<file path="src/common/strand_core_macros.svh">
/*
 * Strand core sizing
 * Strand count, register count and data widths shared by the packages and storage
 */
`ifndef STRAND_CORE_MACROS_SVH
`define STRAND_CORE_MACROS_SVH

// Hardware strands sharing one execution slice
`define STRANDS_PER_CORE 4

// Architectural scalar registers seen by each strand
`define REGS_PER_STRAND 32

// Width of a data word in the register file and ALU
`define WORD_WIDTH 32

// Width of the immediate field, zero-extended by load-immediate
`define IMM_WIDTH 16

`endif

</file>
<file path="src/common/strand_isa_pkg.sv">
/*
 * Instruction-set types
 * Data word, immediate, register number and the scalar opcode set
 */
`include "strand_core_macros.svh"

package strand_isa_pkg;

	// One data word as held in a register
	typedef logic [`WORD_WIDTH-1:0] word_t;

	// Immediate operand, only used by load-immediate
	typedef logic [`IMM_WIDTH-1:0] imm_t;

	// Register number as the program sees it, local to one strand
	typedef logic [$clog2(`REGS_PER_STRAND)-1:0] reg_idx_t;

	// Scalar operations executed by the ALU stage
	typedef enum logic [2:0] {
		op_add = 3'd0,
		op_sub = 3'd1,
		op_and = 3'd2,
		op_or  = 3'd3,
		op_xor = 3'd4,
		op_shl = 3'd5,
		op_shr = 3'd6,
		op_li  = 3'd7
	} opcode_e;

endpackage

</file>
<file path="src/common/strand_pipe_pkg.sv">
/*
 * Microarchitecture types
 * Strand identifiers and the strand-qualified physical register index
 */
`include "strand_core_macros.svh"

package strand_pipe_pkg;

	// Hardware strand number
	typedef logic [$clog2(`STRANDS_PER_CORE)-1:0] strand_t;

	// Index into the whole register file
	// Upper bits are the strand, lower bits the register number
	typedef logic [$clog2(`STRANDS_PER_CORE * `REGS_PER_STRAND)-1:0] phys_reg_t;

endpackage

</file>
<file path="src/logic/result_writeback.sv">
/*
 * Result writeback
 * Output register that commits to the register file on the output handshake
 */
`timescale 1ns/1ps

module result_writeback (
	input  logic                       clk,
	input  logic                       rst_n,
	input  logic                       res_valid,
	input  strand_pipe_pkg::strand_t   res_strand,
	input  strand_isa_pkg::reg_idx_t   res_dst,
	input  strand_isa_pkg::word_t      res_value,
	output logic                       res_ready,
	output logic                       out_valid,
	output strand_pipe_pkg::strand_t   out_strand,
	output strand_isa_pkg::reg_idx_t   out_dst,
	output strand_isa_pkg::word_t      out_value,
	input  logic                       out_ready,
	output logic                       wb_enable,
	output strand_pipe_pkg::phys_reg_t wb_reg,
	output strand_isa_pkg::word_t      wb_value
);
	assign res_ready = !out_valid || out_ready;

	always_ff @(posedge clk or negedge rst_n)
	begin
		if (!rst_n)
			out_valid <= 1'b0;
		else if (res_valid && res_ready)
			out_valid <= 1'b1;
		else if (out_ready)
			out_valid <= 1'b0;
	end

	always_ff @(posedge clk)
	begin
		if (res_valid && res_ready)
		begin
			out_strand <= res_strand;
			out_dst    <= res_dst;
			out_value  <= res_value;
		end
	end

	// The architectural write lands on the same edge the consumer takes the result
	assign wb_enable = out_valid && out_ready;
	assign wb_reg    = {out_strand, out_dst};
	assign wb_value  = out_value;

endmodule

</file>
<file path="config.mk">
export PLATFORM = sky130hd
export DESIGN_NAME = result_writeback
export DESIGN_NICKNAME = d
export VERILOG_FILES = /design/src/common/strand_isa_pkg.sv /design/src/common/strand_pipe_pkg.sv /design/src/logic/result_writeback.sv
export VERILOG_INCLUDE_DIRS = /design/src /design/src/common
export SDC_FILE = /design/constraint.sdc
export NUM_CORES = 1
export LEC_CHECK = 0
export ABC_AREA = 1
export ABC_CLOCK_PERIOD_IN_PS = 3700
export BUFFER_PORTS_ARGS = -buffer_cell sky130_fd_sc_hd__clkbuf_2
export CORE_MARGIN = 8
export CORE_UTILIZATION = 38
export DETAILED_ROUTE_END_ITERATION = 8
export PLACE_DENSITY = 0.79
export SKIP_CTS_REPAIR_TIMING = 1
export SLEW_MARGIN = 5
export SYNTH_ARGS = -nofsm -noshare
export SYNTH_HDL_FRONTEND = slang
export SYNTH_SLANG_ARGS = --single-unit
</file>
<file path="constraint.sdc">
create_clock -name clk -period 3.7 [get_ports clk]
set_input_delay 0.185 -clock clk [delete_from_list [all_inputs] [get_ports clk]]
set_output_delay 0.185 -clock clk [all_outputs]
set_load 0.05 [all_outputs]
</file>
==> impl_metrics.env <==
export IMPL_core_mm2=0.003914
export IMPL_reg2reg_from="out_valid$_DFFE_PN0P_"
export IMPL_io_buffers=123
export IMPL_antenna_found_initial=0
export IMPL_wl_per_cell_um=15.14
export IMPL_rsz0062_at_grt="false"
export IMPL_final_core_util_pct=51.18
export IMPL_die_h_um=79.17
export IMPL_cts_inserted_buffers=5
export IMPL_hold_violations=0
export IMPL_status="finished clean"
export IMPL_synth_ff_latch_count=40
export IMPL_path_buf_inv=0
export IMPL_nNetsFinal=221
export IMPL_clk_pin_slew_ps=70
export IMPL_syn_area_per_cell_um2=17.63
export IMPL_cpPeakStageDelay_ps=950
export IMPL_io_pin_count=124
export IMPL_ant_nets=0
export IMPL_dr_pass1_iters=2
export IMPL_arrival_ps=1690
export IMPL_crit_fanout=39
export IMPL_via_per_inst=4.048
export IMPL_yosysSeqAreaShare_pct=78.88
export IMPL_endpoint_kind="flip-flop"
export IMPL_worstSetupPathType="flip-flop to flip-flop"
export IMPL_setup_worst_path_start="out_valid$_DFFE_PN0P_"
export IMPL_p_per_area_mw_per_mm2=527.1
export IMPL_place_congestion=0.6854
export IMPL_synth_area_mm2=0.001516
export IMPL_grt_ovfl_total=0
export IMPL_slew_violations=0
export IMPL_mostFrequentLayoutCells="clkbuf_2 (123), edfxtp_1 (39), clkbuf_8 (5)"
export IMPL_drt_iter0_markers=40
export IMPL_yosys_top_cells_area="edfxtp_1 (77%), buf_4 (19%), dfrtp_1 (1.7%)"
export IMPL_dp_hpwl_um=2870
export IMPL_htreeDepth=2
export IMPL_die_x_um=79.17
export IMPL_rows=23
export IMPL_drv_cap=0
export IMPL_critPathSlowestCell="a21oi_4"
export IMPL_wl_met1_um=1156
export IMPL_route_met3_wl_um=520
export IMPL_max_slew_margin_pct=19.00
export IMPL_finalSetupTns_ps=0
export IMPL_critPathRequiredTime_ps=3590
export IMPL_period_share_pct=48.48
export IMPL_worstMarginPinSlew_ps=1212
export IMPL_n_fill_cell=362
export IMPL_startpoint_type="flip-flop"
export IMPL_cts_tree="done"
export IMPL_grt_max_degree=40
export IMPL_drc=0
export IMPL_yosysWarnings=0
export IMPL_grt_pass1_wl_um=5133
export IMPL_multi_input_area_um2=27.53
export IMPL_layout_commonest_cell="clkbuf_2"
export IMPL_finalClockSkew_ps=4.452
export IMPL_synth_nets=129
export IMPL_vias=927
export IMPL_critical_path_top_delay_family="compound AO/OA/AOI/OAI gates"
export IMPL_clk_latency_ps=280
export IMPL_grt_usage_pct=10.63
export IMPL_grt_pass1_vias=1059
export IMPL_synthCells=86
export IMPL_p_leak_nw=0.9661
export IMPL_vdd_drop_max_uv=228.4
export IMPL_yosysTopAreaCellShare_pct=77.23
export IMPL_dieArea_mm2=0.006268
export IMPL_setup_viol=0
export IMPL_cts_max_path_buffers=2
export IMPL_hold_start="res_value[21]"
export IMPL_synth_top_cell_by_area="edfxtp_1"
export IMPL_synth_cell_types=6
export IMPL_wl_met2_um=1752
export IMPL_synthToLayoutAreaGrowth_pct=32.10
export IMPL_cts_root_buf="clkbuf_8"
export IMPL_topRoutingLayerUsed="met4"
export IMPL_cp_cell_sequence="a21oi_4"
export IMPL_cts_sinks=40
export IMPL_max_freq_ghz=0.5575
export IMPL_hold_path_class="primary input to flip-flop"
export IMPL_start_util_pct=38.75
export IMPL_drive_gt1_share_pct=72.07
export IMPL_finalWirelength_um=3466
export IMPL_layout_min_cycle_time_ps=1794
export IMPL_hold_ws_ps=74.59
export IMPL_n_antenna_cell=0
export IMPL_seqCellArea_mm2=0.001196
==> cell type report <==
| class | instances | share of cell area (%) |
|---|---|---|
| tap | 50 | 3.123 |
| timing repair buffer | 124 | 31.23 |
| inverter | 3 | 0.5621 |
| clock buffer | 7 | 3.810 |
| clock inverter | 1 | 0.1874 |
| sequential | 40 | 59.71 |
| multi-input combinational | 4 | 1.374 |
==> path summary, 6_finish.rpt <==
check / end / slack, ps / cells after the start
setup reg to reg: out_strand[0]$_DFFE_PP_ / 1910 / 1
hold / removal: out_value[21]$_DFFE_PP_ / 70 / 1
setup / recovery: out_strand[0]$_DFFE_PP_ / 1910 / 1
hold reg to reg: out_valid$_DFFE_PN0P_ / 620 / 2
min in group asynchronous: out_valid$_DFFE_PN0P_ / 200 / 2
max in group asynchronous: out_valid$_DFFE_PN0P_ / 3420 / 2
==> logic make-up after synthesis <==
kind of cell,count (synthesis),share of synthesized area [%]
simple gates,3,0.7425
buf+inv,42,20.05
compound gates,1,0.3297
flops,40,78.88
==> synthesized netlist by cell type <==
cell type / n
inv_1: 3
nand2_1: 3
a21oi_1: 1
buf_4: 39
edfxtp_1: 39
dfrtp_1: 1
==> state kept, by name, summed over array words and instances, names as in the netlist <==
name,cells
out_dst,5
out_strand,2
out_valid,1
out_value,32
==> stage by stage <==
step / setup WS, ps / power (mW) / instance area (µm²) / std cells
final: 1906 / 1.056 / 2003 / 229
after global routing: 1753 / 1.097 / 2003 / 229
after CTS: 1878 / 1.069 / 1993 / 228
after detailed placement: 1898 / 0.8040 / 1913 / 220
after global placement: 1960 / 0.8002 / 1913 / 220
after floorplan: 654.6 / 0.7618 / 1516 / 86
==> layer usage <==
layer	up-vias	track usage (%)
met1	414	9.205
met4	0	3.889
li1	441	-
met5	-	0
met3	4	7.111
met2	68	18.90
==> where the power goes <==
part	internal [mW]	switching, mW
Combinational	0.0468	0.204
Clock	0.131	0.134
Sequential	0.529	0.0122
(Power assumes the default switching activity.)
