<file path="src/common/strand_core_macros.svh">
/*
 * Strand core sizing
 * Strand count, register count and data widths shared by the packages and storage
 */
`ifndef STRAND_CORE_MACROS_SVH
`define STRAND_CORE_MACROS_SVH

// Hardware strands sharing one execution slice
`define STRANDS_PER_CORE 4

// Architectural scalar registers seen by each strand
`define REGS_PER_STRAND 32

// Width of a data word in the register file and ALU
`define WORD_WIDTH 32

// Width of the immediate field, zero-extended by load-immediate
`define IMM_WIDTH 16

`endif

</file>
<file path="src/common/strand_isa_pkg.sv">
/*
 * Instruction-set types
 * Data word, immediate, register number and the scalar opcode set
 */
`include "strand_core_macros.svh"

package strand_isa_pkg;

	// One data word as held in a register
	typedef logic [`WORD_WIDTH-1:0] word_t;

	// Immediate operand, only used by load-immediate
	typedef logic [`IMM_WIDTH-1:0] imm_t;

	// Register number as the program sees it, local to one strand
	typedef logic [$clog2(`REGS_PER_STRAND)-1:0] reg_idx_t;

	// Scalar operations executed by the ALU stage
	typedef enum logic [2:0] {
		op_add = 3'd0,
		op_sub = 3'd1,
		op_and = 3'd2,
		op_or  = 3'd3,
		op_xor = 3'd4,
		op_shl = 3'd5,
		op_shr = 3'd6,
		op_li  = 3'd7
	} opcode_e;

endpackage

</file>
<file path="src/common/strand_pipe_pkg.sv">
/*
 * Microarchitecture types
 * Strand identifiers and the strand-qualified physical register index
 */
`include "strand_core_macros.svh"

package strand_pipe_pkg;

	// Hardware strand number
	typedef logic [$clog2(`STRANDS_PER_CORE)-1:0] strand_t;

	// Index into the whole register file
	// Upper bits are the strand, lower bits the register number
	typedef logic [$clog2(`STRANDS_PER_CORE * `REGS_PER_STRAND)-1:0] phys_reg_t;

endpackage

</file>
<file path="src/common/exec_if.sv">
/*
 * Execute handoff
 * Carries an instruction with its fetched operands from issue to the ALU
 */
`timescale 1ns/1ps

interface exec_if;
	import strand_isa_pkg::*;
	import strand_pipe_pkg::*;

	// Instruction in the read slot, driven by issue
	logic     valid;
	strand_t  strand;
	opcode_e  op;
	reg_idx_t dst;
	imm_t     imm;

	// Operands as returned by the register file
	word_t    src1_value;
	word_t    src2_value;

	// ALU stage can take the instruction this cycle
	logic     ready;

	modport fetch (
		output valid, strand, op, dst, imm, src1_value, src2_value,
		input  ready
	);

	modport exec (
		input  valid, strand, op, dst, imm, src1_value, src2_value,
		output ready
	);

endinterface

</file>
<file path="src/logic/alu_stage.sv">
/*
 * ALU stage
 * Computes the scalar result and holds it in a one-entry stage register
 */
`timescale 1ns/1ps

module alu_stage (
	input  logic                     clk,
	input  logic                     rst_n,
	exec_if.exec                     exec,
	output logic                     res_valid,
	output strand_pipe_pkg::strand_t res_strand,
	output strand_isa_pkg::reg_idx_t res_dst,
	output strand_isa_pkg::word_t    res_value,
	input  logic                     res_ready
);
	import strand_isa_pkg::*;

	word_t result;
	logic  take;

	// Shift amounts use only the low five bits of the second operand
	always_comb
	begin
		case (exec.op)
			op_add:  result = exec.src1_value + exec.src2_value;
			op_sub:  result = exec.src1_value - exec.src2_value;
			op_and:  result = exec.src1_value & exec.src2_value;
			op_or:   result = exec.src1_value | exec.src2_value;
			op_xor:  result = exec.src1_value ^ exec.src2_value;
			op_shl:  result = exec.src1_value << exec.src2_value[4:0];
			op_shr:  result = exec.src1_value >> exec.src2_value[4:0];
			op_li:   result = word_t'(exec.imm);
			default: result = '0;
		endcase
	end

	// Stage takes a new result when empty or when the current one leaves
	assign exec.ready = !res_valid || res_ready;
	assign take       = exec.valid && exec.ready;

	always_ff @(posedge clk or negedge rst_n)
	begin
		if (!rst_n)
			res_valid <= 1'b0;
		else if (take)
			res_valid <= 1'b1;
		else if (res_ready)
			res_valid <= 1'b0;
	end

	always_ff @(posedge clk)
	begin
		if (take)
		begin
			res_strand <= exec.strand;
			res_dst    <= exec.dst;
			res_value  <= result;
		end
	end

endmodule

</file>
<file path="src/flat_wrapper.sv">
// flat-port wrapper written by rule: the top's interface ports become plain ports
module alu_stage_flat import strand_isa_pkg::*;
  (clk, rst_n, res_valid, res_strand, res_dst, res_value, res_ready, exec_valid, exec_strand, exec_op, exec_dst, exec_imm, exec_src1_value, exec_src2_value, exec_ready);
  exec_if exec_i ();
  input  logic clk;
  input  logic rst_n;
  output logic res_valid;
  output strand_pipe_pkg::strand_t res_strand;
  output strand_isa_pkg::reg_idx_t res_dst;
  output strand_isa_pkg::word_t res_value;
  input  logic res_ready;
  input wire logic [$bits(exec_i.valid)-1:0] exec_valid;
  input wire logic [$bits(exec_i.strand)-1:0] exec_strand;
  input wire logic [$bits(exec_i.op)-1:0] exec_op;
  input wire logic [$bits(exec_i.dst)-1:0] exec_dst;
  input wire logic [$bits(exec_i.imm)-1:0] exec_imm;
  input wire logic [$bits(exec_i.src1_value)-1:0] exec_src1_value;
  input wire logic [$bits(exec_i.src2_value)-1:0] exec_src2_value;
  output wire logic [$bits(exec_i.ready)-1:0] exec_ready;
  assign exec_i.valid = exec_valid;
  assign exec_i.strand = exec_strand;
  assign exec_i.op = exec_op;
  assign exec_i.dst = exec_dst;
  assign exec_i.imm = exec_imm;
  assign exec_i.src1_value = exec_src1_value;
  assign exec_i.src2_value = exec_src2_value;
  assign exec_ready = exec_i.ready;
  alu_stage u_core (.clk(clk), .rst_n(rst_n), .exec(exec_i), .res_valid(res_valid), .res_strand(res_strand), .res_dst(res_dst), .res_value(res_value), .res_ready(res_ready));
endmodule
</file>
<file path="config.mk">
export PLATFORM = sky130hd
export DESIGN_NAME = alu_stage_flat
export DESIGN_NICKNAME = d
export VERILOG_FILES = /design/src/common/strand_isa_pkg.sv /design/src/common/strand_pipe_pkg.sv /design/src/common/exec_if.sv /design/src/logic/alu_stage.sv /design/src/flat_wrapper.sv
export VERILOG_INCLUDE_DIRS = /design/src /design/src/common
export SDC_FILE = /design/constraint.sdc
export NUM_CORES = 1
export LEC_CHECK = 0
export ABC_AREA = 1
export ABC_CLOCK_PERIOD_IN_PS = 2950
export BUFFER_PORTS_ARGS = -buffer_cell sky130_fd_sc_hd__clkbuf_2
export CAP_MARGIN = 20
export CORE_MARGIN = 2
export CORE_UTILIZATION = 37
export CTS_CLUSTER_SIZE = 20
export DETAILED_ROUTE_END_ITERATION = 16
export MAX_ROUTING_LAYER = met4
export PLACE_DENSITY = 0.59
export SYNTH_ARGS = -nofsm -noshare
export SYNTH_HDL_FRONTEND = slang
export SYNTH_SLANG_ARGS = --single-unit
</file>
<file path="constraint.sdc">
create_clock -name clk -period 2.95 [get_ports clk]
set_clock_uncertainty 0.05 [all_clocks]
set_input_delay 0.7375 -clock clk [delete_from_list [all_inputs] [get_ports clk]]
set_output_delay 0.7375 -clock clk [all_outputs]
set_load 0.02 [all_outputs]
</file>
==> results of run 1 <==
## state kept, by name, indices dropped and copies added (netlist names)
| signal | flops |
|---|---|
| u_core.res_dst | 5 |
| u_core.res_value | 32 |
| u_core.res_valid | 1 |
| u_core.res_strand | 2 |
## timing repair
item | CTS | global route
hold endpoints to repair | 0 | 0
setup buffers | 6 | 3
pin swaps | 79 | 63
gates cloned | 0 | 0
gates resized for setup | 141 | 103
endpoints found under the setup margin | 27 | 29
## metrics by stage
step | utilization | hold WS, ns
after floorplan | - | 0.392
after global placement | 0.477 | 0.465
after detailed placement | 0.477 | 0.470
after CTS | 0.502 | 0.170
after global routing | 0.516 | 0.166
final | 0.516 | 0.172
## cells by family after synthesis
group | count (synthesis) | share of synthesized area
buffers and inverters | 289 | 0.122
adders and majority gates | 98 | 0.128
DFF | 40 | 0.124
and+or+nand+nor | 1137 | 0.506
xor gates and xnor gates | 41 | 0.0373
AOI/OAI and AO/OA | 139 | 0.0822
## final cells by class
type,count,area (um^2),area share
clock inverter,2,35.0,0.00263
inverter,224,860,0.0645
sequential,40,1200,0.0897
clock buffer,6,129,0.00967
multi-input combinational,1415,8100,0.607
timing repair buffer,377,2590,0.195
tap,335,419,0.0314
## cell usage in the layout (no fill, tap or decap), drive strengths merged, types with 2 or more instances in the layout
cell type and instances:
inv 222, xor2 40, and3 2, o21ai 40, ha 97, nor3 17
or2 5, clkbuf 139, clkinv 3, nand2 646, a21o 2, buf 244
nand3b 8, a21oi 65, o31ai 2, edfxtp 39, nor2 101, nand4 19
o211ai 10, and2 4, a31oi 4, o2111ai 4, a221oi 4, a211oi 2
nand3 335
## layer usage
| layer | global-route usage | part of all wire | up-vias |
|---|---|---|---|
| li1 | - | - | 6313 |
| met1 | 0.448 | 0.43 | 5943 |
| met2 | 0.506 | 0.43 | 626 |
| met3 | 0.0400 | 0.087 | 97 |
| met4 | 0.148 | 0.049 | 0 |
| met5 | - | 0 | - |
## worst paths after layout
check | from | to | slack (ns) | cells after the start
max | exec_src2_value[11] | u_core.res_value[24] | -0.28 | 21
min | rst_n | u_core.res_valid | 0.17 | 1
max reg2reg | u_core.res_valid | u_core.res_value[23] | 1.52 | 2
min reg2reg | u_core.res_valid | u_core.res_valid | 0.54 | 2
max in group asynchronous | rst_n | u_core.res_valid | 2.59 | 1
min in group clk | u_core.res_valid | u_core.res_valid | 0.54 | 2
## where the power goes
part / internal (mW) / switching, mW / total, mW / leakage, nW
Clock: 0.398 / 0.219 / 0.616 / 0.0808
Sequential: 0.697 / 0.0156 / 0.712 / 0.389
Combinational: 0.967 / 1.61 / 2.57 / 6.83
Total: 2.06 / 1.84 / 3.90 / 7.30
==> impl_metrics.csv, run 1 <==
group,metric,value,unit
run_status,outcome,"complete, but fails checks",
run_status,violations,"negative setup slack",
critical_path,path_buf_inv,2,
placed_design,dp.cells,2382,
synthesis,synthDominantCellAreaShare,0.250,
run,drv_cap,0,
pwr,leakagePower,7.30,nW
global_routing,grt_first_pass_wirelength,66700,um
clock_network,clockBufferDepth,2,
route,vias,13000,
clock_network,cts_buffers,5,
floorplan,pin_count,135,
global_routing,track_usage,0.334,
synthesis,synth.most_common_cell,"nand2_1",
placed_design,gp_congestion,1.05,
worst_hold_path,hp-class,"input port to asynchronous set/reset pin",
clock_network,cts_tree,"yes",
route,routed_via_density,5.41,
pwr,vdd_ir_drop_max,0.483,mV
route,first_iter_violations,1394,
clock_network,cts-root-buf,"clkbuf_16",
cells_and_area,drive_gt1_frac,0.302,
route,routed_wl,45500,um
synthesis,syn-num-nets,1936,
floorplan,rows,59,
synthesis,synth_warnings,0,
critical_path,slowest_delay,0.30,ns
floorplan,die_area,27300,um^2
placed_design,dp_hpwl,38000,um
sta,setup_viol,24,
route,drt-pass1-iter-count,6,
synthesis,syn-cell-area,9630,um^2
global_routing,grt-ovfl-total,0,
critical_path,crit_path_frequent_cell,"nand2_1",
sta,worst_slack,-0.280,ns
pwr,power,3.90,mW
critical_path,crit_fanout,4,
synthesis,ys_ff_latch,40,
synthesis,syn_inst,1744,
route,wl_per_cell,19.0,um
cells_and_area,area.growth.synth_to_final,38.4,%
sta,setup-tns-final,-4.64,ns
synthesis,async_flop_share,0.0250,
floorplan,die_w,165,um
critical_path,cp_cell_sequence,"clkbuf_2 > buf_4 > nor2_1 > nand2_1 > nor2_1 > nand2_2 > nor2_4 > nand3_1 > nand2_1 > xor2_1 > ha_1 > nand2_1 > nand2_1 > nand2_1 > nand2_1 > a21oi_2 > nand3_1 > nand2_1 > nand2_2 > nand2_2 > nand3_2",
cells_and_area,fill_cells,2764,
critical_path,cp_slowest_cell,"ha_1",
global_routing,antenna_found_initial,1,
sta,rsz0062_at_grt,"yes",
clock_network,cts_hold_buf,0,
route,drc,0,
clock_network,path_clk_slew,0.06,ns
floorplan,initial_core_util,0.373,
sta,fin_crit_sh,1.09,
synthesis,synthTopCellsByCount,"nand2_1, nand3_1, inv_1",
cells_and_area,stdcell_count,2399,
sta,layout_min_cycle_time,3.23,ns
sta,relSlewSlack,0.541,
synthesis,synth_edf_count,39,
synthesis,yosys_most_used_dff,"edfxtp_1",
critical_path,cpLargestDelayFamily,"simple AND/OR/NAND/NOR gates",
critical_path,crit_arrival,3.20,ns
floorplan,core_area,25800,um^2
critical_path,crit_required,2.92,ns
critical_path,cp-start-kind,"input port",
synthesis,synth.distinct_cells,47,
sta,hold_violations,0,
global_routing,first_global_vias,11800,
synthesis,synth_seq_area_share,0.124,
placed_design,io_buffer_count,134,
critical_path,endpoint_kind,"flop",
placed_design,placed_area,12300,um^2
sta,worst_pin_slew,0.685,ns
cells_and_area,design_area,13300,um^2
synthesis,synthTopCellsByArea,"nand2_1, nand3_1, ha_1",
floorplan,die_height,165,um
sta,slew_violations,0,
sta,fmax,0.310,GHz
placed_design,pre_cts_ws,-0.837,ns
synthesis,syn_area_per_cell,5.52,um^2
clock_network,insertion_delay,0.28,ns
clock_network,htreeDepth,2,
cells_and_area,finalNetCount,2255,
cells_and_area,num_antenna_cells,0,
synthesis,yosysTopAreaCell,"nand2_1",
global_routing,grt_start_max_net_pins,61,
clock_network,cts_sinks,40,
route,ant_nets,0,
pwr,p_per_area,293,nW/um^2
critical_path,critPathKind,"input port to flop",
Power figures use the tool's default switching activity.
==> inputs of run 2 (changes only) <==
RECOVER_POWER = 100   (was default)
==> run 2 against run 1 <==
Against the previous run:
- the run still ends with negative setup slack left
- critical path type unchanged
- combinational power about the same
- register-to-register slack got worse by 0.33 ns
- total power decreased by 0.26%
- critical endpoint is now u_core.res_value[18]
- fmax increased by 0.43%
- worst setup slack improved by 0.014 ns
- sequential share of layout area about the same
- first-iteration DRC count decreased by 1.4%
- count of clock-buffer cells in the layout unchanged
- cell area decreased by 0.43%
==> impl_metrics.csv, run 2 (synthesis gave the netlist of run 1 again) <==
group,metric,value,unit
run_status,outcome,"complete, but fails checks",
run_status,violations,"negative setup slack",
critical_path,cp_cell_sequence,"clkbuf_2 > buf_4 > nor2_1 > nand2_1 > nor2_1 > nand2_2 > nor2_4 > inv_1 > nand2_2 > xor2_2 > inv_1 > ha_4 > nand2_2 > inv_2 > nand2_4 > nor2_4 > nand4_1 > nand3_2 > xor2_1 > nand2_1 > nand2_2",
floorplan,core_area,25800,um^2
route,drt-pass1-iter-count,5,
pwr,p_per_area,293,nW/um^2
clock_network,clockBufferDepth,2,
route,vias,13000,
sta,rsz0062_at_grt,"yes",
sta,hold_ws,0.172,ns
cells_and_area,stdcell_count,2399,
global_routing,grt_start_max_net_pins,61,
sta,worst_slack,-0.266,ns
clock_network,path_clk_slew,0.06,ns
clock_network,cts_buffers,5,
critical_path,cpLargestDelayFamily,"simple AND/OR/NAND/NOR gates",
placed_design,dp_hpwl,38000,um
critical_path,crit_required,3.04,ns
sta,slew_violations,0,
floorplan,die_height,165,um
cells_and_area,top_regs,"u_core.res_value: 32 flops, u_core.res_dst: 5 flops, u_core.res_strand: 2 flops",
clock_network,cts-root-buf,"clkbuf_16",
cells_and_area,drive_gt1_frac,0.281,
run,drv_cap,0,
sta,setup-tns-final,-4.39,ns
placed_design,io_buffer_count,134,
critical_path,crit_path_frequent_cell,"nand2_2",
sta,worst_pin_slew,0.997,ns
pwr,leakagePower,7.17,nW
sta,fmax,0.311,GHz
cells_and_area,design_area,13300,um^2
critical_path,cp_slowest_cell,"ha_4",
route,first_iter_violations,1374,
sta,layout_min_cycle_time,3.22,ns
global_routing,track_usage,0.334,
critical_path,slowest_delay,0.31,ns
placed_design,dp.cells,2382,
cells_and_area,largest_reg_flops,32,
route,wl_per_cell,19.0,um
cells_and_area,num_antenna_cells,0,
global_routing,antenna_found_initial,1,
clock_network,htreeDepth,2,
cells_and_area,final_core_util,0.514,
cells_and_area,finalNetCount,2255,
sta,fin_crit_sh,1.09,
placed_design,placed_area,12300,um^2
sta,hold_violations,0,
floorplan,initial_core_util,0.373,
cells_and_area,layout_commonest_cell,"nand2_1",
critical_path,crit_fanout,4,
pwr,vdd_ir_drop_max,0.484,mV
floorplan,die_w,165,um
global_routing,first_global_vias,11800,
critical_path,cp-start-kind,"input port",
cells_and_area,area.growth.synth_to_final,37.8,%
floorplan,pin_count,135,
route,routed_wl,45500,um
critical_path,critPathKind,"input port to flop",
clock_network,cts_tree,"yes",
sta,setup_viol,24,
critical_path,path_buf_inv,5,
route,routed_via_density,5.40,
sta,relSlewSlack,0.335,
route,drc,0,
clock_network,cts_sinks,40,
critical_path,crit_arrival,3.30,ns
critical_path,endpoint_kind,"flop",
clock_network,insertion_delay,0.28,ns
route,ant_nets,0,
worst_hold_path,hp-class,"input port to asynchronous set/reset pin",
cells_and_area,final_cell_mix,"nand2_1, nand3_1, buf_4, inv_1, clkbuf_2",
floorplan,rows,59,
floorplan,die_area,27300,um^2
global_routing,grt-ovfl-total,0,
cells_and_area,top_register,"u_core.res_value",
global_routing,grt_first_pass_wirelength,66700,um
placed_design,gp_congestion,1.05,
## run 2: cell types whose count changed in the layout (fill, tap and decap cells not counted), sizes merged
| cell | change |
|---|---|
| clkbuf | +4 |
| buf | -4 |
## run 2: area by class of cell
| cell class | count | area, um^2 |
|---|---|---|
| Clock buffer | 6 | 129 |
| Clock inverter | 2 | 35.0 |
| Fill cell | 2796 | 12600 |
| Inverter | 224 | 860 |
| Multi-Input combinational cell | 1415 | 8100 |
| Sequential cell | 40 | 1200 |
| Tap cell | 335 | 419 |
| Timing Repair Buffer | 377 | 2540 |
## run 2: final timing paths
check                      slack, ns  cells past startpoint           startpoint                   end
setup / recovery               -0.27                     21  exec_src2_value[11]  u_core.res_value[18]
setup reg to reg                1.19                      2     u_core.res_valid  u_core.res_value[23]
hold reg to reg                 0.54                      2     u_core.res_valid      u_core.res_valid
max in group asynchronous       2.59                      1                rst_n      u_core.res_valid
min in group clk                0.54                      2     u_core.res_valid      u_core.res_valid
hold / removal                  0.17                      1                rst_n      u_core.res_valid
## run 2: worst register-to-register path: stages, from the launching register on
cell	delay, ns
dfrtp_1	0.42
a21oi_4	0.14
clkbuf_2	0.77
## run 2: stage by stage
stage	power (mW)	worst slack, ns
detailed placement	2.98	-0.837
CTS	3.76	-0.208
floorplan	1.99	-0.350
global route	4.15	-0.429
global placement	2.98	-0.868
finish	3.89	-0.266
## run 2: power breakdown
group | internal (mW) | leakage, nW | total, mW | switching [mW]
Combinational | 0.953 | 6.70 | 2.56 | 1.61
Clock | 0.398 | 0.0808 | 0.621 | 0.222
Sequential | 0.697 | 0.389 | 0.713 | 0.0155
## run 2: what timing repair did
item | CTS | global route
endpoints found under the hold margin | 0 | 0
buffers inserted | 6 | 3
pin swaps | 79 | 63
resized for setup | 141 | 103
endpoints found under the setup margin | 27 | 29
hold buffers | 0 | 0
## run 2: metal layers
metal	GRT usage	up-vias	wire (um)
li1	-	6319	-
met4	0.148	0	2220
met3	0.0400	95	3930
met1	0.448	5922	19700
met2	0.506	624	19600
met5	-	-	0
