==> config.mk <==
export PLATFORM = sky130hd
export DESIGN_NAME = issue_scoreboard_flat
export DESIGN_NICKNAME = d
export VERILOG_FILES = /design/src/common/strand_isa_pkg.sv /design/src/common/strand_pipe_pkg.sv /design/src/common/exec_if.sv /design/src/logic/issue_scoreboard.sv /design/src/flat_wrapper.sv
export VERILOG_INCLUDE_DIRS = /design/src /design/src/common
export SDC_FILE = /design/constraint.sdc
export NUM_CORES = 1
export LEC_CHECK = 0
export BUFFER_PORTS_ARGS = -buffer_cell sky130_fd_sc_hd__buf_2
export CAP_MARGIN = 0
export CORE_UTILIZATION = 30
export CTS_CLUSTER_SIZE = 40
export DETAILED_ROUTE_END_ITERATION = 10
export GPL_TIMING_DRIVEN = 0
export PLACE_DENSITY = 0.61
export SETUP_SLACK_MARGIN = 0.15
export SYNTH_ARGS = -nofsm -noshare
export SYNTH_HDL_FRONTEND = slang
export SYNTH_SLANG_ARGS = --single-unit
export TNS_END_PERCENT = 30
==> constraint.sdc <==
create_clock -name clk -period 6.6 [get_ports clk]
set_input_delay 1.32 -clock clk [delete_from_list [all_inputs] [get_ports clk]]
set_output_delay 1.32 -clock clk [all_outputs]
set_load 0.01 [all_outputs]
==> src/common/strand_core_macros.svh <==
/*
 * Strand core sizing
 * Strand count, register count and data widths shared by the packages and storage
 */
`ifndef STRAND_CORE_MACROS_SVH
`define STRAND_CORE_MACROS_SVH

// Hardware strands sharing one execution slice
`define STRANDS_PER_CORE 4

// Architectural scalar registers seen by each strand
`define REGS_PER_STRAND 32

// Width of a data word in the register file and ALU
`define WORD_WIDTH 32

// Width of the immediate field, zero-extended by load-immediate
`define IMM_WIDTH 16

`endif

==> src/common/strand_isa_pkg.sv <==
/*
 * Instruction-set types
 * Data word, immediate, register number and the scalar opcode set
 */
`include "strand_core_macros.svh"

package strand_isa_pkg;

	// One data word as held in a register
	typedef logic [`WORD_WIDTH-1:0] word_t;

	// Immediate operand, only used by load-immediate
	typedef logic [`IMM_WIDTH-1:0] imm_t;

	// Register number as the program sees it, local to one strand
	typedef logic [$clog2(`REGS_PER_STRAND)-1:0] reg_idx_t;

	// Scalar operations executed by the ALU stage
	typedef enum logic [2:0] {
		op_add = 3'd0,
		op_sub = 3'd1,
		op_and = 3'd2,
		op_or  = 3'd3,
		op_xor = 3'd4,
		op_shl = 3'd5,
		op_shr = 3'd6,
		op_li  = 3'd7
	} opcode_e;

endpackage

==> src/common/strand_pipe_pkg.sv <==
/*
 * Microarchitecture types
 * Strand identifiers and the strand-qualified physical register index
 */
`include "strand_core_macros.svh"

package strand_pipe_pkg;

	// Hardware strand number
	typedef logic [$clog2(`STRANDS_PER_CORE)-1:0] strand_t;

	// Index into the whole register file
	// Upper bits are the strand, lower bits the register number
	typedef logic [$clog2(`STRANDS_PER_CORE * `REGS_PER_STRAND)-1:0] phys_reg_t;

endpackage

==> src/common/exec_if.sv <==
/*
 * Execute handoff
 * Carries an instruction with its fetched operands from issue to the ALU
 */
`timescale 1ns/1ps

interface exec_if;
	import strand_isa_pkg::*;
	import strand_pipe_pkg::*;

	// Instruction in the read slot, driven by issue
	logic     valid;
	strand_t  strand;
	opcode_e  op;
	reg_idx_t dst;
	imm_t     imm;

	// Operands as returned by the register file
	word_t    src1_value;
	word_t    src2_value;

	// ALU stage can take the instruction this cycle
	logic     ready;

	modport fetch (
		output valid, strand, op, dst, imm, src1_value, src2_value,
		input  ready
	);

	modport exec (
		input  valid, strand, op, dst, imm, src1_value, src2_value,
		output ready
	);

endinterface

==> src/logic/issue_scoreboard.sv <==
/*
 * Issue stage with scoreboard
 * Accepts hazard-free instructions, drives the register reads and offers them to the ALU
 */
`timescale 1ns/1ps

module issue_scoreboard (
	input  logic                       clk,
	input  logic                       rst_n,
	input  logic                       in_valid,
	input  strand_pipe_pkg::strand_t   in_strand,
	input  strand_isa_pkg::opcode_e    in_op,
	input  strand_isa_pkg::reg_idx_t   in_dst,
	input  strand_isa_pkg::reg_idx_t   in_src1,
	input  strand_isa_pkg::reg_idx_t   in_src2,
	input  strand_isa_pkg::imm_t       in_imm,
	output logic                       in_ready,
	output strand_pipe_pkg::phys_reg_t sel1,
	output strand_pipe_pkg::phys_reg_t sel2,
	input  strand_isa_pkg::word_t      value1,
	input  strand_isa_pkg::word_t      value2,
	input  logic                       wb_enable,
	input  strand_pipe_pkg::phys_reg_t wb_reg,
	input  strand_isa_pkg::word_t      wb_value,
	exec_if.fetch                      fetch
);
	import strand_isa_pkg::*;
	import strand_pipe_pkg::*;

	localparam int NUM_PHYS = 2 ** $bits(phys_reg_t);

	// One bit per physical register with a write still in flight
	logic [NUM_PHYS-1:0] pending;
	logic                started;
	logic                slot_valid;
	logic                slot_free;
	logic                hazard;
	logic                accept;
	logic                src1_wake;
	logic                src2_wake;
	strand_t             slot_strand;
	opcode_e             slot_op;
	reg_idx_t            slot_dst;
	imm_t                slot_imm;
	phys_reg_t           slot_src1;
	phys_reg_t           slot_src2;
	phys_reg_t           in_src1_reg;
	phys_reg_t           in_src2_reg;
	phys_reg_t           in_dst_reg;

	assign in_src1_reg = {in_strand, in_src1};
	assign in_src2_reg = {in_strand, in_src2};
	assign in_dst_reg  = {in_strand, in_dst};

	// A source whose write completes this cycle counts as ready
	assign src1_wake = wb_enable && (wb_reg == in_src1_reg);
	assign src2_wake = wb_enable && (wb_reg == in_src2_reg);

	// Load-immediate has no sources while every other op reads both
	always_comb
	begin
		hazard = pending[in_dst_reg] && !(wb_enable && (wb_reg == in_dst_reg));
		if (in_op != op_li)
			hazard = hazard || (pending[in_src1_reg] && !src1_wake)
				|| (pending[in_src2_reg] && !src2_wake);
	end

	// The read slot can take a new instruction if it is empty or moving on to the ALU
	assign slot_free = !slot_valid || fetch.ready;
	assign in_ready  = started && slot_free && !hazard;
	assign accept    = in_valid && in_ready;

	// While the slot is held, keep reading its sources so the data stays put
	assign sel1 = slot_free ? in_src1_reg : slot_src1;
	assign sel2 = slot_free ? in_src2_reg : slot_src2;

	always_ff @(posedge clk or negedge rst_n)
	begin
		if (!rst_n)
		begin
			started    <= 1'b0;
			slot_valid <= 1'b0;
			pending    <= '0;
		end
		else
		begin
			// Issue stays closed for the first cycle out of reset
			started <= 1'b1;
			if (accept)
				slot_valid <= 1'b1;
			else if (fetch.ready)
				slot_valid <= 1'b0;

			// Clear before set so a new write to the same register wins
			if (wb_enable)
				pending[wb_reg] <= 1'b0;
			if (accept)
				pending[in_dst_reg] <= 1'b1;
		end
	end

	// Payload of the read slot is captured on accept
	always_ff @(posedge clk)
	begin
		if (accept)
		begin
			slot_strand <= in_strand;
			slot_op     <= in_op;
			slot_dst    <= in_dst;
			slot_imm    <= in_imm;
			slot_src1   <= in_src1_reg;
			slot_src2   <= in_src2_reg;
		end
	end

	assign fetch.valid  = slot_valid;
	assign fetch.strand = slot_strand;
	assign fetch.op     = slot_op;
	assign fetch.dst    = slot_dst;
	assign fetch.imm    = slot_imm;

	// The register file already returns a same-cycle write on its read ports
	assign fetch.src1_value = value1;
	assign fetch.src2_value = value2;

endmodule

==> src/flat_wrapper.sv <==
// flat-port wrapper written by rule: the top's interface ports become plain ports
module issue_scoreboard_flat import strand_isa_pkg::*; import strand_pipe_pkg::*;
  (clk, rst_n, in_valid, in_strand, in_op, in_dst, in_src1, in_src2, in_imm, in_ready, sel1, sel2, value1, value2, wb_enable, wb_reg, wb_value, fetch_valid, fetch_strand, fetch_op, fetch_dst, fetch_imm, fetch_src1_value, fetch_src2_value, fetch_ready);
  exec_if fetch_i ();
  input  logic clk;
  input  logic rst_n;
  input  logic in_valid;
  input  strand_pipe_pkg::strand_t in_strand;
  input  strand_isa_pkg::opcode_e in_op;
  input  strand_isa_pkg::reg_idx_t in_dst;
  input  strand_isa_pkg::reg_idx_t in_src1;
  input  strand_isa_pkg::reg_idx_t in_src2;
  input  strand_isa_pkg::imm_t in_imm;
  output logic in_ready;
  output strand_pipe_pkg::phys_reg_t sel1;
  output strand_pipe_pkg::phys_reg_t sel2;
  input  strand_isa_pkg::word_t value1;
  input  strand_isa_pkg::word_t value2;
  input  logic wb_enable;
  input  strand_pipe_pkg::phys_reg_t wb_reg;
  input  strand_isa_pkg::word_t wb_value;
  output wire logic [$bits(fetch_i.valid)-1:0] fetch_valid;
  output wire logic [$bits(fetch_i.strand)-1:0] fetch_strand;
  output wire logic [$bits(fetch_i.op)-1:0] fetch_op;
  output wire logic [$bits(fetch_i.dst)-1:0] fetch_dst;
  output wire logic [$bits(fetch_i.imm)-1:0] fetch_imm;
  output wire logic [$bits(fetch_i.src1_value)-1:0] fetch_src1_value;
  output wire logic [$bits(fetch_i.src2_value)-1:0] fetch_src2_value;
  input wire logic [$bits(fetch_i.ready)-1:0] fetch_ready;
  assign fetch_valid = fetch_i.valid;
  assign fetch_strand = fetch_i.strand;
  assign fetch_op = fetch_i.op;
  assign fetch_dst = fetch_i.dst;
  assign fetch_imm = fetch_i.imm;
  assign fetch_src1_value = fetch_i.src1_value;
  assign fetch_src2_value = fetch_i.src2_value;
  assign fetch_i.ready = fetch_ready;
  issue_scoreboard u_core (.clk(clk), .rst_n(rst_n), .in_valid(in_valid), .in_strand(in_strand), .in_op(in_op), .in_dst(in_dst), .in_src1(in_src1), .in_src2(in_src2), .in_imm(in_imm), .in_ready(in_ready), .sel1(sel1), .sel2(sel2), .value1(value1), .value2(value2), .wb_enable(wb_enable), .wb_reg(wb_reg), .wb_value(wb_value), .fetch(fetch_i));
endmodule
==> results of run 1 <==
==> cell usage in the layout, fill, tap and decap left out, drive strengths merged, types with 35 or more instances in the layout <==
cell type	Yosys	layout
o21ai	234	234
mux4	58	58
mux2i	65	65
clkbuf	48	66
dfrtp	130	130
nand2	146	146
edfxtp	36	36
nor2	35	35
buf	109	260
==> sequential cells by signal (all words and copies together) (netlist names) <==
name and cells:
u_core.fetch.dst 5, u_core.fetch.imm 16, u_core.fetch.op 3, u_core.fetch.strand 1, u_core.fetch.valid 1, u_core.pending 128
u_core.slot_src1 5, u_core.slot_src2 6, u_core.started 1
==> synthesized netlist by cell type (all sizes together), types with 3 or more instances <==
master   number  share of area, %
o41ai        32               3.2
nor4          5              0.28
o21ai       234                11
nor2b        18               1.0
o22ai         5              0.28
nand2       146               4.9
o2bb2ai       4              0.31
a221oi        8              0.62
xor2          8              0.62
a31oi         5              0.28
a21oi        11              0.49
mux4         58                12
inv           3              0.10
edfxtp       36               9.6
o221ai        5              0.39
a22oi        16               1.1
a211oi        9              0.65
nor2         35               1.2
nor3          7              0.31
xnor2         9              0.70
clkbuf       48               1.6
mux2i        65               5.8
buf         109               6.8
nand2b       11              0.61
nand3        23               1.0
dfrtp       130                29
mux2         32               3.2
o31ai         3              0.20
==> metrics by stage <==
step                instance area (um2)  utilization [%]  hold slack [ns]  setup WS [ns]  setup TNS (ns)
floorplan                         11230                -           0.4984         0.7623               0
global placement                  12560            34.22           0.5142         -1.103          -39.63
detailed placement                12630            34.41           0.5283         0.4027               0
CTS                               13200            35.97           0.5494         0.3952               0
global route                      13200            35.97           0.5901         0.2511               0
finish                            13200            35.97           0.5479         0.2156               0
==> worst max-delay path, cell delays in order <==
cell and delay, ns:
buf_2 0.17, buf_1 0.67, buf_1 0.84, mux4_2 0.44, mux2i_1 0.17, nand2_1 0.07, nand3_1 0.15, nand2_1 0.12
o21ai_4 0.20, o211ai_4 0.22, buf_6 0.27, nor4b_2 0.22, buf_2 0.18
==> cells by family (layout without fill, tap and decap cells) <==
family / count (synthesis) / count (layout) / share of synthesized area, %
compound gates: 355 / 355 / 20.21
simple gates: 262 / 262 / 10.48
flops: 166 / 166 / 38.60
buf+inv: 162 / 345 / 8.615
mux: 155 / 155 / 20.74
xor+xnor: 17 / 17 / 1.326
other cells: 1 / 1 / 0.03340
==> report_power, final <==
group / internal (mW) / leakage [nW] / switching (mW)
logic: 0.218 / 2.91 / 0.349
clock network: 0.531 / 0.271 / 0.479
registers: 1.10 / 2.12 / 0.0520
==> final cells by class <==
cell class,instances,share of cell area [%]
Multi-Input combinational cell,790,45.00
Sequential cell,166,32.83
Buffer,157,7.185
Timing Repair Buffer,151,6.066
Tap cell,468,4.436
Clock buffer,18,3.251
Clock inverter,14,1.081
Inverter,5,0.1422
==> final timing paths <==
path | cells after the start | to | start
worst max register to register | 10 | u_core.fetch.dst[3] | u_core.pending[53]
worst max-delay path | 13 | in_ready | in_src1[1]
worst min register to register | 2 | u_core.fetch.valid | u_core.fetch.valid
worst min-delay path | 2 | u_core.fetch.valid | u_core.fetch.valid
max in group asynchronous | 2 | u_core.fetch.valid | rst_n
min in group asynchronous | 1 | u_core.pending[82] | rst_n
==> metal layers <==
layer,routed length (um),up-vias
met3,5664,162
met4,2230,0
met2,19430,877
met5,0,-
li1,-,4473
met1,17580,5245
==> impl_metrics.env, run 1 <==
export IMPL_status="completed"
export IMPL_grt_pass1_vias=10187
export IMPL_routed_wl_mm=44.90
export IMPL_post_cts_buffers=0
export IMPL_io_pins=250
export IMPL_worstPathMaxFanout=10
export IMPL_power_mw=2.731
export IMPL_cap_violations=0
export IMPL_yosysWarnings=0
export IMPL_wl_per_cell_um=25.38
export IMPL_synth_edf_count=36
export IMPL_p_leak_nw=5.304
export IMPL_gp_congestion=1.090
export IMPL_maxSlewViolCount=0
export IMPL_syn_inst=1118
export IMPL_arrival_ns=5.06
export IMPL_rows=70
export IMPL_synthFlopType="dfrtp_1"
export IMPL_start_util_pct=30.59
export IMPL_power_density_nw_per_um2=206.9
export IMPL_syn_area_um2=11230
export IMPL_dpl_hpwl_mm=31.55
export IMPL_synthDistinctLibCells=69
export IMPL_min_period_ns=6.384
export IMPL_die_y_um=195.5
export IMPL_dp_cells=1737
export IMPL_worstSetupPathType="input pin to output port"
export IMPL_synth_seq_area_share_pct=38.60
export IMPL_grt_pass1_wl_mm=65.94
export IMPL_maxSlewHeadroom_pct=19.94
export IMPL_ant_nets=0
export IMPL_register_area_um2=4334
export IMPL_overflow=0
export IMPL_drive_above_1_share_pct=30.13
export IMPL_diodes=0
export IMPL_multi_input_area_um2=5941
export IMPL_path_clk_slew_ns=0.07
export IMPL_port_buffers=148
export IMPL_synth_seq_cells=166
export IMPL_fin_nets=1432
export IMPL_antenna_found_initial=0
export IMPL_grt_use_met2_pct=34.13
export IMPL_fill_cells=3684
export IMPL_async_reset_ff_share_pct=78.31
export IMPL_cts_buffer_depth=2
export IMPL_syn_nets=1262
export IMPL_cts_max_level=4
export IMPL_r2r_slack_ns=2.66
export IMPL_max_clock_freq_mhz=156.6
export IMPL_postCtsHoldBufs=0
export IMPL_grt_total_usage_pct=23.31
export IMPL_syn_area_per_cell_um2=10.04
export IMPL_clockRootBuffer="clkbuf_16"
export IMPL_cts_sinks=166
export IMPL_core_area_um2=36700
export IMPL_hold_path_class="flip-flop to flip-flop"
export IMPL_grt_busiest_layer="met2"
export IMPL_setup_viol=0
export IMPL_rsz0062_at_grt="no"
export IMPL_critPathCaptureType="output port"
export IMPL_hold_viol_final=0
export IMPL_insertion_delay_ns=0.47
export IMPL_num_vias=10757
export IMPL_vdd_drop_max_uv=191.5
export IMPL_grt_max_degree=82
export IMPL_route_detailed_drc=0
export IMPL_cts_tree="yes"
export IMPL_critPathRequiredTime_ns=5.28
export IMPL_period_share_pct=96.73
export IMPL_viasPerCell=6.081
export IMPL_die_area_um2=38200
export IMPL_cts_resized=0
export IMPL_critPathLaunchType="input pin"
export IMPL_numCtsBuffers=17
export IMPL_dr_pass1_iters=7
export IMPL_area_growth_pct=17.58
export IMPL_grt_util_met3_pct=7.219
export IMPL_fin_worst_skew_ns=0.02451
export IMPL_worst_pin_slew_ns=1.192
export IMPL_stdcell_count=1769
export IMPL_first_iter_violations=1599
export IMPL_groute_layer_met1_usage_pct=30.88
export IMPL_dieWidth_um=195.5
No activity file was read; power rests on OpenSTA's default activity.
==> inputs of run 2 (changes only) <==
Settings changed: CELL_PAD_IN_SITES_DETAIL_PLACEMENT from default to 1, CELL_PAD_IN_SITES_GLOBAL_PLACEMENT from default to 2, PLACE_DENSITY 0.61 to 0.85.
==> run 2 against run 1 <==
Effect of this change:
- sequential power hardly changed
- clock power shrank 4%
- largest power group unchanged
- die area unchanged
- sequential share of layout area up 0.11 points
- critical path type unchanged
- design area is 0.34% lower
- critical path depth is the same
- clock skew decreased by 0.012 ns
- total power fell by 1.1%
- routed wire length up 9.3%
- register-to-register slack better by 0.06 ns
==> impl_metrics.env, run 2 (synthesized netlist as in run 1, its figures left out) <==
export IMPL_worstSetupPathType="input pin to output port"
export IMPL_hp_start="u_core.fetch.valid"
export IMPL_status="completed"
export IMPL_cts_max_level=4
export IMPL_die_area_um2=38200
export IMPL_fin_nets=1432
export IMPL_stdcell_count=1769
export IMPL_numCtsBuffers=17
export IMPL_post_dp_cell_area_um2=12620
export IMPL_whs_path_depth=2
export IMPL_drive_above_1_share_pct=29.75
export IMPL_die_y_um=195.5
export IMPL_rsz0062_at_grt="no"
export IMPL_dpl_hpwl_mm=35.09
export IMPL_wl_per_cell_um=27.75
export IMPL_worst_pin_slew_ns=1.240
export IMPL_maxSlewViolCount=0
export IMPL_critPathTopFamily="buffers and inverters"
export IMPL_crit_path_start="in_dst[0]"
export IMPL_grt_pass1_wl_mm=73.00
export IMPL_layout_commonest_cell="o21ai_0"
export IMPL_start_util_pct=30.59
export IMPL_timing_critical_path_buf_inv=5
export IMPL_clockRootBuffer="clkbuf_16"
export IMPL_reg2regPathDepth=11
export IMPL_final_area_um2=13160
export IMPL_dr_pass1_iters=5
export IMPL_dp_cells=1737
export IMPL_sequentialPowerShare_pct=43.0
export IMPL_antenna_found_initial=0
export IMPL_p_int_mw=1.837
export IMPL_grt_max_degree=69
export IMPL_maxSlewHeadroom_pct=16.73
export IMPL_min_period_ns=6.348
export IMPL_setup_viol=0
export IMPL_r2r_slack_ns=2.72
export IMPL_fin_worst_skew_ns=0.01271
export IMPL_cts_sinks=166
export IMPL_critPathLaunchType="input pin"
export IMPL_route_detailed_drc=0
export IMPL_dieWidth_um=195.5
export IMPL_postCtsHoldBufs=0
export IMPL_first_iter_violations=1175
export IMPL_cp_slowest_cell="nor2b_1"
export IMPL_arrival_ns=5.03
export IMPL_period_share_pct=96.19
export IMPL_worstPathMaxFanout=10
export IMPL_port_buffers=148
export IMPL_p_clk_share_pct=35.7
export IMPL_whs_endpoint="u_core.fetch.valid"
export IMPL_path_clk_slew_ns=0.07
export IMPL_insertion_delay_ns=0.46
export IMPL_critPathCaptureType="output port"
export IMPL_hold_path_class="flip-flop to flip-flop"
export IMPL_io_pins=250
export IMPL_reg2reg_to="u_core.fetch.dst[2]"
export IMPL_final_cell_mix="o21ai_0 (222), buf_2 (164), nand2_1 (145), dfrtp_1 (130), buf_4 (76)"
export IMPL_p_leak_nw=5.279
export IMPL_viasPerCell=6.114
export IMPL_core_area_um2=36700
export IMPL_max_clock_freq_mhz=157.5
export IMPL_cap_violations=0
export IMPL_vdd_drop_max_uv=184.2
export IMPL_cts_tree="yes"
export IMPL_path_common_cell="buf_2"
export IMPL_switching_share_pct=31.95
export IMPL_overflow=0
export IMPL_critPathRequiredTime_ns=5.28
export IMPL_top_register="u_core.pending"
export IMPL_grt_total_usage_pct=25.78
export IMPL_max_stage_delay_ns=0.70
export IMPL_comb_power_share_pct=21.3
export IMPL_largest_reg_flops=128
export IMPL_diodes=0
export IMPL_worstPathCellList="buf_2, buf_2, buf_1, nor2b_1, a22oi_1, o221ai_1, a221oi_1, a221oi_1, and4_1, o211ai_4, buf_6, nor4b_2, buf_2"
export IMPL_hold_viol_final=0
export IMPL_num_vias=10815
export IMPL_gp_congestion=1.019
export IMPL_cts_buffer_depth=2
export IMPL_power_density_nw_per_um2=205.2
export IMPL_area_growth_pct=17.17
export IMPL_routed_wl_mm=49.10
export IMPL_rr_startpoint="u_core.pending[26]"
export IMPL_switching_power_uw=862.5
export IMPL_ant_nets=0
export IMPL_grt_pass1_vias=10954
export IMPL_rows=70
run 2: changes by cell type in the layout (fill, tap and decap cells not counted), sizes merged:
cell,delta
inv,-6
clkbuf,+6
clkinvlp,+1
buf,-1
run 2: worst register-to-register path: cells and delay by family, from the launching register on:
kind            cells  cell delay, ns
mux                 2            1.01
flops               1            0.43
compound gates      4            0.73
simple gates        2            0.63
buf+inv             3            0.75
run 2: what timing repair did:
| action | in CTS | in global routing |
|---|---|---|
| buffers inserted | 0 | 0 |
| resized for setup | 0 | 5 |
| endpoints found under the setup margin | 0 | 1 |
run 2: layout make-up:
class                           instances  area, um2
Sequential cell                       166       4334
Tap cell                              468      585.6
Timing Repair Buffer                  151      797.0
Multi-Input combinational cell        790       5941
Clock inverter                          9      80.08
Fill cell                            4223      23540
Clock buffer                           23      447.9
Inverter                                5      18.77
Buffer                                157      950.9
run 2: worst max-delay path by stage:
stage	slack, ns	cells after the start	to
floorplan	0.76	10	u_core.fetch.dst[0]
global placement	-1.27	12	u_core.fetch.dst[2]
detailed placement	0.22	13	in_ready
CTS	0.22	13	in_ready
global route	0.16	13	in_ready
finish	0.25	13	in_ready
run 2: power by group through the flow:
stage	combinational, mW	clock, mW	sequential (mW)
2_1_floorplan	0.347	0	1.16
3_3_place_gp	0.544	0	1.17
3_5_place_dp	0.561	0	1.18
4_1_cts	0.564	0.971	1.16
5_1_grt	0.607	1.01	1.16
6_report	0.574	0.965	1.16
run 2: stage by stage:
| stage | utilization (%) | power, mW | worst slack [ns] | hold slack [ns] | TNS, ns |
|---|---|---|---|---|---|
| final | 35.85 | 2.700 | 0.2518 | 0.5469 | 0 |
| after global routing | 35.85 | 2.780 | 0.1647 | 0.5791 | 0 |
| after CTS | 35.84 | 2.691 | 0.2198 | 0.5465 | 0 |
| after detailed placement | 34.40 | 1.736 | 0.2178 | 0.5229 | 0 |
| after global placement | 34.22 | 1.717 | -1.267 | 0.5056 | -45.47 |
| after floorplan | - | 1.503 | 0.7623 | 0.4984 | 0 |
run 2: metal layers:
layer | global-route usage (%) | routed length [um] | vias up | part of all wire [%]
met2 | 41.23 | 22630 | 699 | 46
met3 | 5.993 | 4326 | 139 | 8.8
li1 | - | - | 4465 | -
met5 | 0 | 0 | - | 0
met4 | 11.58 | 2109 | 0 | 4.3
met1 | 33.09 | 20030 | 5512 | 41
